===== src/rtl/cpu_types_pkg.sv =====
// opcode and function enums, alu operations, instruction word views, word width
`default_nettype none

package cpu_types_pkg;

  // datapath word width
  localparam int WORD_W = 32;

  // ------------------------------------------------------------
  // primary opcodes, halt is all ones
  // ------------------------------------------------------------
  typedef enum logic [5:0] {
    RTYPE = 6'b000000,
    J     = 6'b000010,
    JAL   = 6'b000011,
    BEQ   = 6'b000100,
    BNE   = 6'b000101,
    ADDIU = 6'b001001,
    ORI   = 6'b001101,
    LUI   = 6'b001111,
    LW    = 6'b100011,
    SW    = 6'b101011,
    HALT  = 6'b111111
  } opcode_t;

  // function field under RTYPE
  typedef enum logic [5:0] {
    JR   = 6'b001000,
    ADDU = 6'b100001,
    SUBU = 6'b100011,
    AND  = 6'b100100,
    OR   = 6'b100101,
    SLT  = 6'b101010
  } funct_t;

  // alu operation select
  typedef enum logic [2:0] {
    ALU_ADD,
    ALU_SUB,
    ALU_AND,
    ALU_OR,
    ALU_SLT,
    ALU_LUI
  } aluop_t;

  // ------------------------------------------------------------
  // one instruction word, two field layouts
  // i_view low 26 bits double as the jump target
  // ------------------------------------------------------------
  typedef union packed {
    struct packed {
      opcode_t     opcode;
      logic [4:0]  rs;
      logic [4:0]  rt;
      logic [4:0]  rd;
      logic [4:0]  shamt;
      funct_t      funct;
    } r_view;
    struct packed {
      opcode_t     opcode;
      logic [4:0]  rs;
      logic [4:0]  rt;
      logic [15:0] imm;
    } i_view;
  } instr_u;

endpackage

`default_nettype wire

===== src/rtl/cpu_top.sv =====
// cpu top: fetch unit, datapath and arbiter onto one wishbone master port
`timescale 1ns/10ps
`default_nettype none

module cpu_top #(
  parameter logic [cpu_types_pkg::WORD_W-1:0] PC_INIT = '0
) (
  input  logic                             CLK,
  input  logic                             nRST,
  output logic                             wb_cyc,
  output logic                             wb_stb,
  output logic                             wb_we,
  output logic [cpu_types_pkg::WORD_W-1:0] wb_adr,
  output logic [cpu_types_pkg::WORD_W-1:0] wb_dat_o,
  output logic [3:0]                       wb_sel,
  input  logic [cpu_types_pkg::WORD_W-1:0] wb_dat_i,
  input  logic                             wb_ack,
  output logic                             halt
);

  // fetch side bus
  logic f_cyc, f_stb, f_ack;
  logic [cpu_types_pkg::WORD_W-1:0] f_adr, f_dat_i;
  // data side bus
  logic d_cyc, d_stb, d_we, d_ack;
  logic [cpu_types_pkg::WORD_W-1:0] d_adr, d_dat_o, d_dat_i;
  // fetch to datapath
  logic instr_valid, instr_take, redirect;
  logic [cpu_types_pkg::WORD_W-1:0] instr, instr_pc, redirect_pc;

  fetch_unit #(
    .PC_INIT (PC_INIT)
  ) u_fetch (
    .CLK         (CLK),
    .nRST        (nRST),
    .f_cyc       (f_cyc),
    .f_stb       (f_stb),
    .f_adr       (f_adr),
    .f_dat_i     (f_dat_i),
    .f_ack       (f_ack),
    .instr_valid (instr_valid),
    .instr       (instr),
    .instr_pc    (instr_pc),
    .instr_take  (instr_take),
    .redirect    (redirect),
    .redirect_pc (redirect_pc),
    .halt        (halt)
  );

  datapath u_dp (
    .CLK         (CLK),
    .nRST        (nRST),
    .instr_valid (instr_valid),
    .instr       (instr),
    .instr_pc    (instr_pc),
    .instr_take  (instr_take),
    .redirect    (redirect),
    .redirect_pc (redirect_pc),
    .d_cyc       (d_cyc),
    .d_stb       (d_stb),
    .d_we        (d_we),
    .d_adr       (d_adr),
    .d_dat_o     (d_dat_o),
    .d_dat_i     (d_dat_i),
    .d_ack       (d_ack),
    .halt        (halt)
  );

  memory_arbiter u_arb (
    .CLK      (CLK),
    .nRST     (nRST),
    .f_cyc    (f_cyc),
    .f_stb    (f_stb),
    .f_adr    (f_adr),
    .f_dat_i  (f_dat_i),
    .f_ack    (f_ack),
    .d_cyc    (d_cyc),
    .d_stb    (d_stb),
    .d_we     (d_we),
    .d_adr    (d_adr),
    .d_dat_o  (d_dat_o),
    .d_dat_i  (d_dat_i),
    .d_ack    (d_ack),
    .wb_cyc   (wb_cyc),
    .wb_stb   (wb_stb),
    .wb_we    (wb_we),
    .wb_adr   (wb_adr),
    .wb_dat_o (wb_dat_o),
    .wb_sel   (wb_sel),
    .wb_dat_i (wb_dat_i),
    .wb_ack   (wb_ack)
  );

endmodule

`default_nettype wire


===== src/rtl/datapath.sv =====
// datapath: decode, register file, alu, next pc, data wishbone master, halt flag
`timescale 1ns/10ps
`default_nettype none

module datapath (
  input  logic                             CLK,
  input  logic                             nRST,
  input  logic                             instr_valid,
  input  cpu_types_pkg::instr_u            instr,
  input  logic [cpu_types_pkg::WORD_W-1:0] instr_pc,
  output logic                             instr_take,
  output logic                             redirect,
  output logic [cpu_types_pkg::WORD_W-1:0] redirect_pc,
  output logic                             d_cyc,
  output logic                             d_stb,
  output logic                             d_we,
  output logic [cpu_types_pkg::WORD_W-1:0] d_adr,
  output logic [cpu_types_pkg::WORD_W-1:0] d_dat_o,
  input  logic [cpu_types_pkg::WORD_W-1:0] d_dat_i,
  input  logic                             d_ack,
  output logic                             halt
);

  cpu_types_pkg::aluop_t alu_op;
  logic alu_src, ext_signed, reg_dst, reg_wr, mem_rd, mem_wr;
  logic beq_s, bne_s, jump_s, jal_s, jr_s, halt_s;
  logic [cpu_types_pkg::WORD_W-1:0] rdat1, rdat2, wdat, imm_ext, alu_b, alu_out, pc_plus4;
  logic [4:0] wsel;
  logic wen, zero, active, mem_op, br_taken;

  control_unit u_cu (
    .instr      (instr),
    .alu_op     (alu_op),
    .alu_src    (alu_src),
    .ext_signed (ext_signed),
    .reg_dst    (reg_dst),
    .reg_wr     (reg_wr),
    .mem_rd     (mem_rd),
    .mem_wr     (mem_wr),
    .beq_s      (beq_s),
    .bne_s      (bne_s),
    .jump_s     (jump_s),
    .jal_s      (jal_s),
    .jr_s       (jr_s),
    .halt_s     (halt_s)
  );

  register_file u_rf (
    .CLK   (CLK),
    .nRST  (nRST),
    .rsel1 (instr.r_view.rs),
    .rsel2 (instr.r_view.rt),
    .wsel  (wsel),
    .wen   (wen),
    .wdat  (wdat),
    .rdat1 (rdat1),
    .rdat2 (rdat2)
  );

  alu u_alu (
    .a      (rdat1),
    .b      (alu_b),
    .op     (alu_op),
    .result (alu_out),
    .zero   (zero)
  );

  // ------------------------------------------------------------
  // operand select
  // ------------------------------------------------------------
  assign imm_ext = ext_signed ? {{16{instr.i_view.imm[15]}}, instr.i_view.imm}
                              : {16'h0000, instr.i_view.imm};
  assign alu_b    = alu_src ? imm_ext : rdat2;
  assign pc_plus4 = instr_pc + 32'd4;

  // ------------------------------------------------------------
  // execute and memory handshake
  // ------------------------------------------------------------
  // halt instruction is never taken, so the buffer stays full
  assign active = instr_valid & ~halt & ~halt_s;
  assign mem_op = mem_rd | mem_wr;
  assign d_cyc   = active & mem_op;
  assign d_stb   = d_cyc;
  assign d_we    = d_cyc & mem_wr;
  assign d_adr   = alu_out;
  assign d_dat_o = rdat2;
  // loads and stores wait for ack
  assign instr_take = active & (~mem_op | d_ack);

  // next pc
  assign br_taken = (beq_s & zero) | (bne_s & ~zero);
  assign redirect = instr_take & (br_taken | jump_s | jr_s);

  always_comb begin
    if (jr_s) begin
      redirect_pc = rdat1;
    end else if (jump_s) begin
      redirect_pc = {pc_plus4[31:28], instr.i_view[25:0], 2'b00};
    end else begin
      redirect_pc = pc_plus4 + {imm_ext[29:0], 2'b00};
    end
  end

  // write-back, jal links into r31
  assign wen  = instr_take & reg_wr;
  assign wsel = jal_s ? 5'd31 : (reg_dst ? instr.r_view.rd : instr.r_view.rt);
  assign wdat = mem_rd ? d_dat_i : (jal_s ? pc_plus4 : alu_out);

  // sticky halt
  always_ff @(posedge CLK or negedge nRST) begin
    if (!nRST) begin
      halt <= 1'b0;
    end else if (instr_valid && halt_s) begin
      halt <= 1'b1;
    end
  end

  // once halted, stays halted and quiet
  a_halt_quiet: assert property (@(posedge CLK) disable iff (!nRST)
    halt |=> (halt && !instr_take && !d_cyc));

endmodule

`default_nettype wire


===== src/rtl/memory_arbiter.sv =====
// memory arbiter: fetch and data masters onto one wishbone port, data first
`timescale 1ns/10ps
`default_nettype none

module memory_arbiter (
  input  logic                             CLK,
  input  logic                             nRST,
  input  logic                             f_cyc,
  input  logic                             f_stb,
  input  logic [cpu_types_pkg::WORD_W-1:0] f_adr,
  output logic [cpu_types_pkg::WORD_W-1:0] f_dat_i,
  output logic                             f_ack,
  input  logic                             d_cyc,
  input  logic                             d_stb,
  input  logic                             d_we,
  input  logic [cpu_types_pkg::WORD_W-1:0] d_adr,
  input  logic [cpu_types_pkg::WORD_W-1:0] d_dat_o,
  output logic [cpu_types_pkg::WORD_W-1:0] d_dat_i,
  output logic                             d_ack,
  output logic                             wb_cyc,
  output logic                             wb_stb,
  output logic                             wb_we,
  output logic [cpu_types_pkg::WORD_W-1:0] wb_adr,
  output logic [cpu_types_pkg::WORD_W-1:0] wb_dat_o,
  output logic [3:0]                       wb_sel,
  input  logic [cpu_types_pkg::WORD_W-1:0] wb_dat_i,
  input  logic                             wb_ack
);

  localparam logic [1:0] GNT_IDLE  = 2'd0;
  localparam logic [1:0] GNT_FETCH = 2'd1;
  localparam logic [1:0] GNT_DATA  = 2'd2;

  logic [1:0] gnt;
  logic       sel_f, sel_d;

  // ------------------------------------------------------------
  // grant state, only changes hands through idle
  // ------------------------------------------------------------
  always_ff @(posedge CLK or negedge nRST) begin
    if (!nRST) begin
      gnt <= GNT_IDLE;
    end else begin
      case (gnt)
        GNT_IDLE: begin
          if (d_cyc) begin
            gnt <= GNT_DATA;
          end else if (f_cyc) begin
            gnt <= GNT_FETCH;
          end
        end
        GNT_FETCH: begin
          if (!f_cyc) begin
            gnt <= GNT_IDLE;
          end
        end
        GNT_DATA: begin
          if (!d_cyc) begin
            gnt <= GNT_IDLE;
          end
        end
        default: begin
          gnt <= GNT_IDLE;
        end
      endcase
    end
  end

  assign sel_f = (gnt == GNT_FETCH);
  assign sel_d = (gnt == GNT_DATA);

  // bus muxing, fetch never writes
  assign wb_cyc   = (sel_f & f_cyc) | (sel_d & d_cyc);
  assign wb_stb   = (sel_f & f_stb) | (sel_d & d_stb);
  assign wb_we    = sel_d & d_we;
  assign wb_adr   = sel_d ? d_adr : f_adr;
  assign wb_dat_o = d_dat_o;
  assign wb_sel   = 4'hf;

  // acks steered to the granted master only
  assign f_ack   = sel_f & wb_ack;
  assign d_ack   = sel_d & wb_ack;
  assign f_dat_i = wb_dat_i;
  assign d_dat_i = wb_dat_i;

  // every slave ack lands on exactly one master
  a_ack_one: assert property (@(posedge CLK) disable iff (!nRST)
    wb_ack |-> (f_ack != d_ack));

endmodule

`default_nettype wire


===== src/rtl/fetch_unit.sv =====
// fetch unit: pc, wishbone fetch master, one-entry prefetch buffer, redirect flush
`timescale 1ns/10ps
`default_nettype none

module fetch_unit #(
  parameter logic [cpu_types_pkg::WORD_W-1:0] PC_INIT = '0
) (
  input  logic                             CLK,
  input  logic                             nRST,
  output logic                             f_cyc,
  output logic                             f_stb,
  output logic [cpu_types_pkg::WORD_W-1:0] f_adr,
  input  logic [cpu_types_pkg::WORD_W-1:0] f_dat_i,
  input  logic                             f_ack,
  output logic                             instr_valid,
  output logic [cpu_types_pkg::WORD_W-1:0] instr,
  output logic [cpu_types_pkg::WORD_W-1:0] instr_pc,
  input  logic                             instr_take,
  input  logic                             redirect,
  input  logic [cpu_types_pkg::WORD_W-1:0] redirect_pc,
  input  logic                             halt
);

  logic [cpu_types_pkg::WORD_W-1:0] pc, req_adr, buf_instr, buf_pc;
  logic busy, squash, buf_valid, can_start, fill;

  // new fetch when the buffer is empty or being emptied
  assign can_start = (~buf_valid | instr_take) & ~redirect & ~halt;
  // busy keeps the request up until ack
  assign f_cyc = busy | can_start;
  assign f_stb = f_cyc;
  assign f_adr = busy ? req_adr : pc;
  // squashed or redirected data never enters the buffer
  assign fill = f_ack & ~squash & ~redirect;

  // ------------------------------------------------------------
  // control state
  // ------------------------------------------------------------
  always_ff @(posedge CLK or negedge nRST) begin
    if (!nRST) begin
      pc        <= PC_INIT;
      busy      <= 1'b0;
      squash    <= 1'b0;
      buf_valid <= 1'b0;
    end else begin
      busy <= f_cyc & ~f_ack;
      // redirect wins over everything
      if (redirect) begin
        pc <= redirect_pc;
      end else if (fill) begin
        pc <= pc + 32'd4;
      end
      // drop the data of a fetch still in flight
      if (f_ack) begin
        squash <= 1'b0;
      end else if (redirect && busy) begin
        squash <= 1'b1;
      end
      if (redirect) begin
        buf_valid <= 1'b0;
      end else if (fill) begin
        buf_valid <= 1'b1;
      end else if (instr_take) begin
        buf_valid <= 1'b0;
      end
    end
  end

  // address and buffer payload
  always_ff @(posedge CLK) begin
    req_adr <= f_adr;
    if (fill) begin
      buf_instr <= f_dat_i;
      buf_pc    <= f_adr;
    end
  end

  assign instr_valid = buf_valid;
  assign instr       = buf_instr;
  assign instr_pc    = buf_pc;

  // classic cycle holds strobe and address until ack
  a_req_hold: assert property (@(posedge CLK) disable iff (!nRST)
    (f_cyc && !f_ack) |=> (f_stb && f_cyc && $stable(f_adr)));

endmodule

`default_nettype wire


===== src/rtl/control_unit.sv =====
// control unit: instruction word to alu op and datapath strobes
`timescale 1ns/10ps
`default_nettype none

module control_unit (
  input  cpu_types_pkg::instr_u instr,
  output cpu_types_pkg::aluop_t alu_op,
  output logic                  alu_src,
  output logic                  ext_signed,
  output logic                  reg_dst,
  output logic                  reg_wr,
  output logic                  mem_rd,
  output logic                  mem_wr,
  output logic                  beq_s,
  output logic                  bne_s,
  output logic                  jump_s,
  output logic                  jal_s,
  output logic                  jr_s,
  output logic                  halt_s
);

  always_comb begin
    // defaults decode to a no-op
    alu_op     = cpu_types_pkg::ALU_ADD;
    alu_src    = 1'b0;
    ext_signed = 1'b0;
    reg_dst    = 1'b0;
    reg_wr     = 1'b0;
    mem_rd     = 1'b0;
    mem_wr     = 1'b0;
    beq_s      = 1'b0;
    bne_s      = 1'b0;
    jump_s     = 1'b0;
    jal_s      = 1'b0;
    jr_s       = 1'b0;
    halt_s     = 1'b0;
    case (instr.i_view.opcode)
      cpu_types_pkg::RTYPE: begin
        // r-type writes rd
        reg_dst = 1'b1;
        case (instr.r_view.funct)
          cpu_types_pkg::ADDU: begin
            reg_wr = 1'b1;
          end
          cpu_types_pkg::SUBU: begin
            reg_wr = 1'b1;
            alu_op = cpu_types_pkg::ALU_SUB;
          end
          cpu_types_pkg::AND: begin
            reg_wr = 1'b1;
            alu_op = cpu_types_pkg::ALU_AND;
          end
          cpu_types_pkg::OR: begin
            reg_wr = 1'b1;
            alu_op = cpu_types_pkg::ALU_OR;
          end
          cpu_types_pkg::SLT: begin
            reg_wr = 1'b1;
            alu_op = cpu_types_pkg::ALU_SLT;
          end
          cpu_types_pkg::JR: begin
            jr_s = 1'b1;
          end
          default: begin
            reg_dst = 1'b0;
          end
        endcase
      end
      cpu_types_pkg::ADDIU: begin
        alu_src    = 1'b1;
        ext_signed = 1'b1;
        reg_wr     = 1'b1;
      end
      cpu_types_pkg::ORI: begin
        // zero extended
        alu_src = 1'b1;
        reg_wr  = 1'b1;
        alu_op  = cpu_types_pkg::ALU_OR;
      end
      cpu_types_pkg::LUI: begin
        alu_src = 1'b1;
        reg_wr  = 1'b1;
        alu_op  = cpu_types_pkg::ALU_LUI;
      end
      cpu_types_pkg::LW: begin
        alu_src    = 1'b1;
        ext_signed = 1'b1;
        reg_wr     = 1'b1;
        mem_rd     = 1'b1;
      end
      cpu_types_pkg::SW: begin
        alu_src    = 1'b1;
        ext_signed = 1'b1;
        mem_wr     = 1'b1;
      end
      cpu_types_pkg::BEQ: begin
        // compare by subtract, offset sign extended
        ext_signed = 1'b1;
        beq_s      = 1'b1;
        alu_op     = cpu_types_pkg::ALU_SUB;
      end
      cpu_types_pkg::BNE: begin
        ext_signed = 1'b1;
        bne_s      = 1'b1;
        alu_op     = cpu_types_pkg::ALU_SUB;
      end
      cpu_types_pkg::J: begin
        jump_s = 1'b1;
      end
      cpu_types_pkg::JAL: begin
        // link into r31
        jump_s = 1'b1;
        jal_s  = 1'b1;
        reg_wr = 1'b1;
      end
      cpu_types_pkg::HALT: begin
        halt_s = 1'b1;
      end
      default: begin
        halt_s = 1'b0;
      end
    endcase
  end

  // a memory access is either a load or a store
  a_mem_excl: assert property (@(instr) !(mem_rd && mem_wr));

endmodule

`default_nettype wire


===== src/rtl/register_file.sv =====
// register file: 32 x 32, two async read ports, one write port, r0 reads zero
`timescale 1ns/10ps
`default_nettype none

module register_file (
  input  logic                             CLK,
  input  logic                             nRST,
  input  logic [4:0]                       rsel1,
  input  logic [4:0]                       rsel2,
  input  logic [4:0]                       wsel,
  input  logic                             wen,
  input  logic [cpu_types_pkg::WORD_W-1:0] wdat,
  output logic [cpu_types_pkg::WORD_W-1:0] rdat1,
  output logic [cpu_types_pkg::WORD_W-1:0] rdat2
);

  logic [cpu_types_pkg::WORD_W-1:0] regs [32];

  always_ff @(posedge CLK or negedge nRST) begin
    if (!nRST) begin
      for (int i = 0; i < 32; i++) begin
        regs[i] <= '0;
      end
    end else if (wen && (wsel != 5'd0)) begin
      regs[wsel] <= wdat;
    end
  end

  // r0 hardwired to zero
  assign rdat1 = (rsel1 == 5'd0) ? '0 : regs[rsel1];
  assign rdat2 = (rsel2 == 5'd0) ? '0 : regs[rsel2];

endmodule

`default_nettype wire


===== src/rtl/alu.sv =====
// alu: add, sub, and, or, set-less-than, load-upper, zero flag
`timescale 1ns/10ps
`default_nettype none

module alu (
  input  logic [cpu_types_pkg::WORD_W-1:0] a,
  input  logic [cpu_types_pkg::WORD_W-1:0] b,
  input  cpu_types_pkg::aluop_t            op,
  output logic [cpu_types_pkg::WORD_W-1:0] result,
  output logic                             zero
);

  always_comb begin
    case (op)
      cpu_types_pkg::ALU_ADD: begin
        result = a + b;
      end
      cpu_types_pkg::ALU_SUB: begin
        result = a - b;
      end
      cpu_types_pkg::ALU_AND: begin
        result = a & b;
      end
      cpu_types_pkg::ALU_OR: begin
        result = a | b;
      end
      cpu_types_pkg::ALU_SLT: begin
        // signed compare, result is 0 or 1
        result = {{(cpu_types_pkg::WORD_W-1){1'b0}}, ($signed(a) < $signed(b))};
      end
      cpu_types_pkg::ALU_LUI: begin
        // immediate into the upper half
        result = {b[15:0], 16'h0000};
      end
      default: begin
        result = '0;
      end
    endcase
  end

  // beq and bne look at this after a subtract
  assign zero = (result == '0);

endmodule

`default_nettype wire


===== config.mk =====
export PLATFORM = sky130hd
export DESIGN_NAME = cpu_top
export DESIGN_NICKNAME = d
export VERILOG_FILES = /design/src/rtl/cpu_types_pkg.sv /design/src/rtl/cpu_top.sv /design/src/rtl/datapath.sv /design/src/rtl/memory_arbiter.sv /design/src/rtl/fetch_unit.sv /design/src/rtl/control_unit.sv /design/src/rtl/register_file.sv /design/src/rtl/alu.sv
export SDC_FILE = /design/constraint.sdc
export NUM_CORES = 2
export LEC_CHECK = 0
export BUFFER_PORTS_ARGS = -buffer_cell sky130_fd_sc_hd__clkbuf_2
export CELL_PAD_IN_SITES_DETAIL_PLACEMENT = 1
export CELL_PAD_IN_SITES_GLOBAL_PLACEMENT = 2
export CORE_UTILIZATION = 39
export DETAILED_ROUTE_END_ITERATION = 12
export PLACE_DENSITY_LB_ADDON = 0.1
export SYNTH_ARGS = -nofsm -noshare
export SYNTH_HDL_FRONTEND = slang
export SYNTH_SLANG_ARGS = --single-unit

===== constraint.sdc =====
create_clock -name CLK -period 13.7 [get_ports CLK]
set_clock_uncertainty 0.15 [all_clocks]
set_input_delay 2.74 -clock CLK [delete_from_list [all_inputs] [get_ports CLK]]
set_output_delay 2.74 -clock CLK [all_outputs]
set_load 0.1 [all_outputs]

==> summary.txt <==
Status
  – Status: finished clean

Clock tree
  – Setup Fix Bufs, Post-CTS: 0
  – Worst-path clk slew: 60 ps
  – Root buffer cell: clkbuf_16
  – Max H-tree Level: 4
  – Post_cts resized: 0
  – Hold buffers post-CTS: 0
  – CTS Buf Count: 141
  – Worst-Skew Late Latency: 800 ps
  – Clk sink count: 1158
  – CTS tree: done
  – CTS Buffer Depth: 3

Global routing
  – Pin count of the biggest net entering global routing: 153
  – Total gr overflow: 0
  – First-pass GRT wire length: 415 mm
  – Overall Global Routing Usage: 33.1%
  – Vias in the first global route: 55100
  – Initial antenna violation count: 17

Logic synthesis
  – Yosys reg bits: 1158
  – Top_reg_cell synth: dfrtp_1
  – Register area share after synthesis: 43.5%
  – Top cells by area, synth: dfrtp_1 (40%), mux4_2 (18%), a21oi_1 (5.3%)
  – Post-synth EDFFs: 64
  – Asr flop ratio synth: 91.7%
  – Avg Cell Area, Syn: 10.4 µm²
  – Largest area contributor in the synthesized netlist: dfrtp_1
  – Post-Synthesis Cells: 6454
  – Yosys top cell area share: 39.7%
  – Cell variety after synth: 101
  – YS warnings: 0
  – Syn Std Cell Area: 0.0670 mm²

Floorplanning
  – Die Y: 417 µm
  – # IOs: 107
  – Row Count: 151
  – Die extent in x: 417 µm
  – Die area: 0.174 mm²
  – Starting density of the core: 39.4%
  – CORE AREA: 0.170 mm²

STA
  – Slew @ Worst Pin: 1440 ps
  – Tcrit/Tclk final: 98.4%
  – FMAX: 0.0742 GHz
  – Slew Limit Fails: 0
  – TNS Setup: 0 ps
  – Final hold viol count: 0
  – Fin worst setup slack: 214 ps
  – Hold Slack: 226 ps
  – Endpoints failing setup: 0
  – RSZ-0062 raised after global routing: false
  – Max-slew headroom: 2.95%
  – Fin crit period: 13490 ps

Final layout
  – Nets@finish: 6437
  – Register area: 0.0291 mm²
  – Area grow syn2layout: 11.3%
  – Layout cells sized above 1: 19.4%
  – Layout Utilization: 43.9%
  – FILL cells: 18400
  – Commonest non-fill, non-tap cell in the layout: dfrtp_1
  – Multi-input logic area: 0.0354 mm²
  – Commonest non-fill, non-tap cells in the layout: dfrtp_1 (1062), nor2_1 (771), nand2_1 (701), a21oi_1 (685), o21ai_0 (567)

Place
  – Dpl ws: 1370 ps
  – DPL Wire Length: 192 mm
  – RD Place Congestion: 0.998
  – Number of port buffers: 102

Setup path
  – WS Path Type: reg -> out
  – Worst reg2reg path depth: 23
  – Crit path DAT: 10600 ps
  – Worst setup SP type: register
  – FF-to-FF setup slack: 3450 ps
  – CP max FO: 47
  – Crit path required time: 10810 ps
  – Crit end category: output port

Route
  – Total number of vias: 53900
  – Top sig layer: met5
  – ANT nets after route: 0
  – Metal3 WL: 16.2 mm
  – Vias per cell: 6.26
  – Met1 wire length: 129 mm
  – Routed length on met2: 130 mm
  – Drt pass-1 iters: 7
  – DRC violations left: 0
  – Final Routed Wirelength: 286 mm
  – Wire per inst: 33.3 µm
  – Drt initial violations: 4871

Power and ir drop
  – Pwr/cell area: 189 mW/mm²
  – Leak: 0.0321 µW
  – Worst vdd ir: 104 µV
  – Power Total: 14100 µW

Min path
  – Hold depth: 0
  – Hold WC Path Type: reg -> reg

Job
  – Maxcap violations: 0
-- cell families after synthesis --
logic type,synth area share [%]
AO/OA/AOI/OAI,14.6
AND/OR/NAND/NOR,11.5
buffers and inverters,4.38
XOR/XNOR,1.31
adder cells (fa/ha/maj),2.36
flip-flops,43.5
other,0.00560
multiplexers,22.4
-- layer usage --
metal / global-route usage (%) / vias up
li1: - / 23100
met3: 4.80 / 448
met5: 0 / -
met1: 47.4 / 28500
met4: 11.5 / 10
met2: 51.4 / 1830
-- cell usage after synthesis (all sizes together), types with 12 or more instances --
master and n:
nand4 23, o211ai 35, and3 30, nor2 781, edfxtp 64, nand2b 12
o221ai 25, a21oi 714, ha 121, o22ai 28, a31oi 17, nor3 78
xnor2 52, mux2 96, dfrtp 1062, or3 16, o21bai 23, nor4 19
and2 24, o31ai 15, mux2i 168, mux4 540, dfxtp 32, inv 118
a211oi 60, nand3 69, buf 113, nor2b 24, a211o 14, a221oi 30
xor2 48, o21ai 572, clkbuf 495, a21o 35, nand2 717
-- state kept, by name (all words and copies together) (netlist names) --
register	count
u_dp.u_rf.regs	1024
u_fetch.instr	32
u_fetch.instr_pc	32
u_fetch.pc	32
u_fetch.req_adr	32
u_arb.gnt	2
u_dp.halt	1
u_fetch.busy	1
u_fetch.instr_valid	1
u_fetch.squash	1
-- per-stage QoR --
stage               instances  instance area (µm²)
global placement         8353                69900
detailed placement       8353                69900
CTS                      8606                74600
finish                   8608                74600
global route             8606                74600
floorplan                6457                67000
-- final timing paths --
kind / from / endpoint
min in group asynchronous: nRST / u_dp.u_rf.regs[818]$_DFFE_PN0P_
hold / removal: u_dp.u_rf.regs[995]$_DFFE_PN0P_ / u_dp.u_rf.regs[995]$_DFFE_PN0P_
setup reg to reg: u_fetch.instr[16]$_DFFE_PP_ / u_fetch.instr[16]$_DFFE_PP_
hold reg to reg: u_dp.u_rf.regs[995]$_DFFE_PN0P_ / u_dp.u_rf.regs[995]$_DFFE_PN0P_
setup / recovery: u_fetch.instr[16]$_DFFE_PP_ / wb_cyc
max in group asynchronous: nRST / u_dp.u_rf.regs[516]$_DFFE_PN0P_
-- power by group --
| part | total, µW | leakage [µW] | internal, µW | switching [µW] |
|---|---|---|---|---|
| clock network | 3840 | 0.00230 | 2240 | 1600 |
| registers | 4490 | 0.0155 | 4010 | 481 |
| logic | 5780 | 0.0142 | 1720 | 4060 |
-- worst max-delay path: stages, from the launching register on --
cell and delay (ps):
edfxtp_1 1110, buf_12 380, nor3_1 140, and2_2 480, buf_4 360, nor3_1 1180, mux2_2 400, ha_1 370
inv_1 330, o21bai_1 130, a21oi_1 420, nand3_1 140, a21oi_1 130, o21ai_0 180, a21boi_1 540, a211oi_1 210
mux2i_1 160, a211oi_1 1070, and4b_1 360, nand3b_1 100, o31a_1 330, a21oi_1 500, a21o_1 230, clkbuf_2 470
-- layout make-up --
type / instances / share of cell area (%)
inverter: 119 / 0.606
tap: 2218 / 3.72
sequential: 1158 / 39.1
clock buffer: 224 / 5.83
antenna: 2 / 0.00671
multi-input combinational: 4572 / 47.5
timing repair buffer: 286 / 2.83
clock inverter: 29 / 0.460
Power figures use the tool's default switching activity.
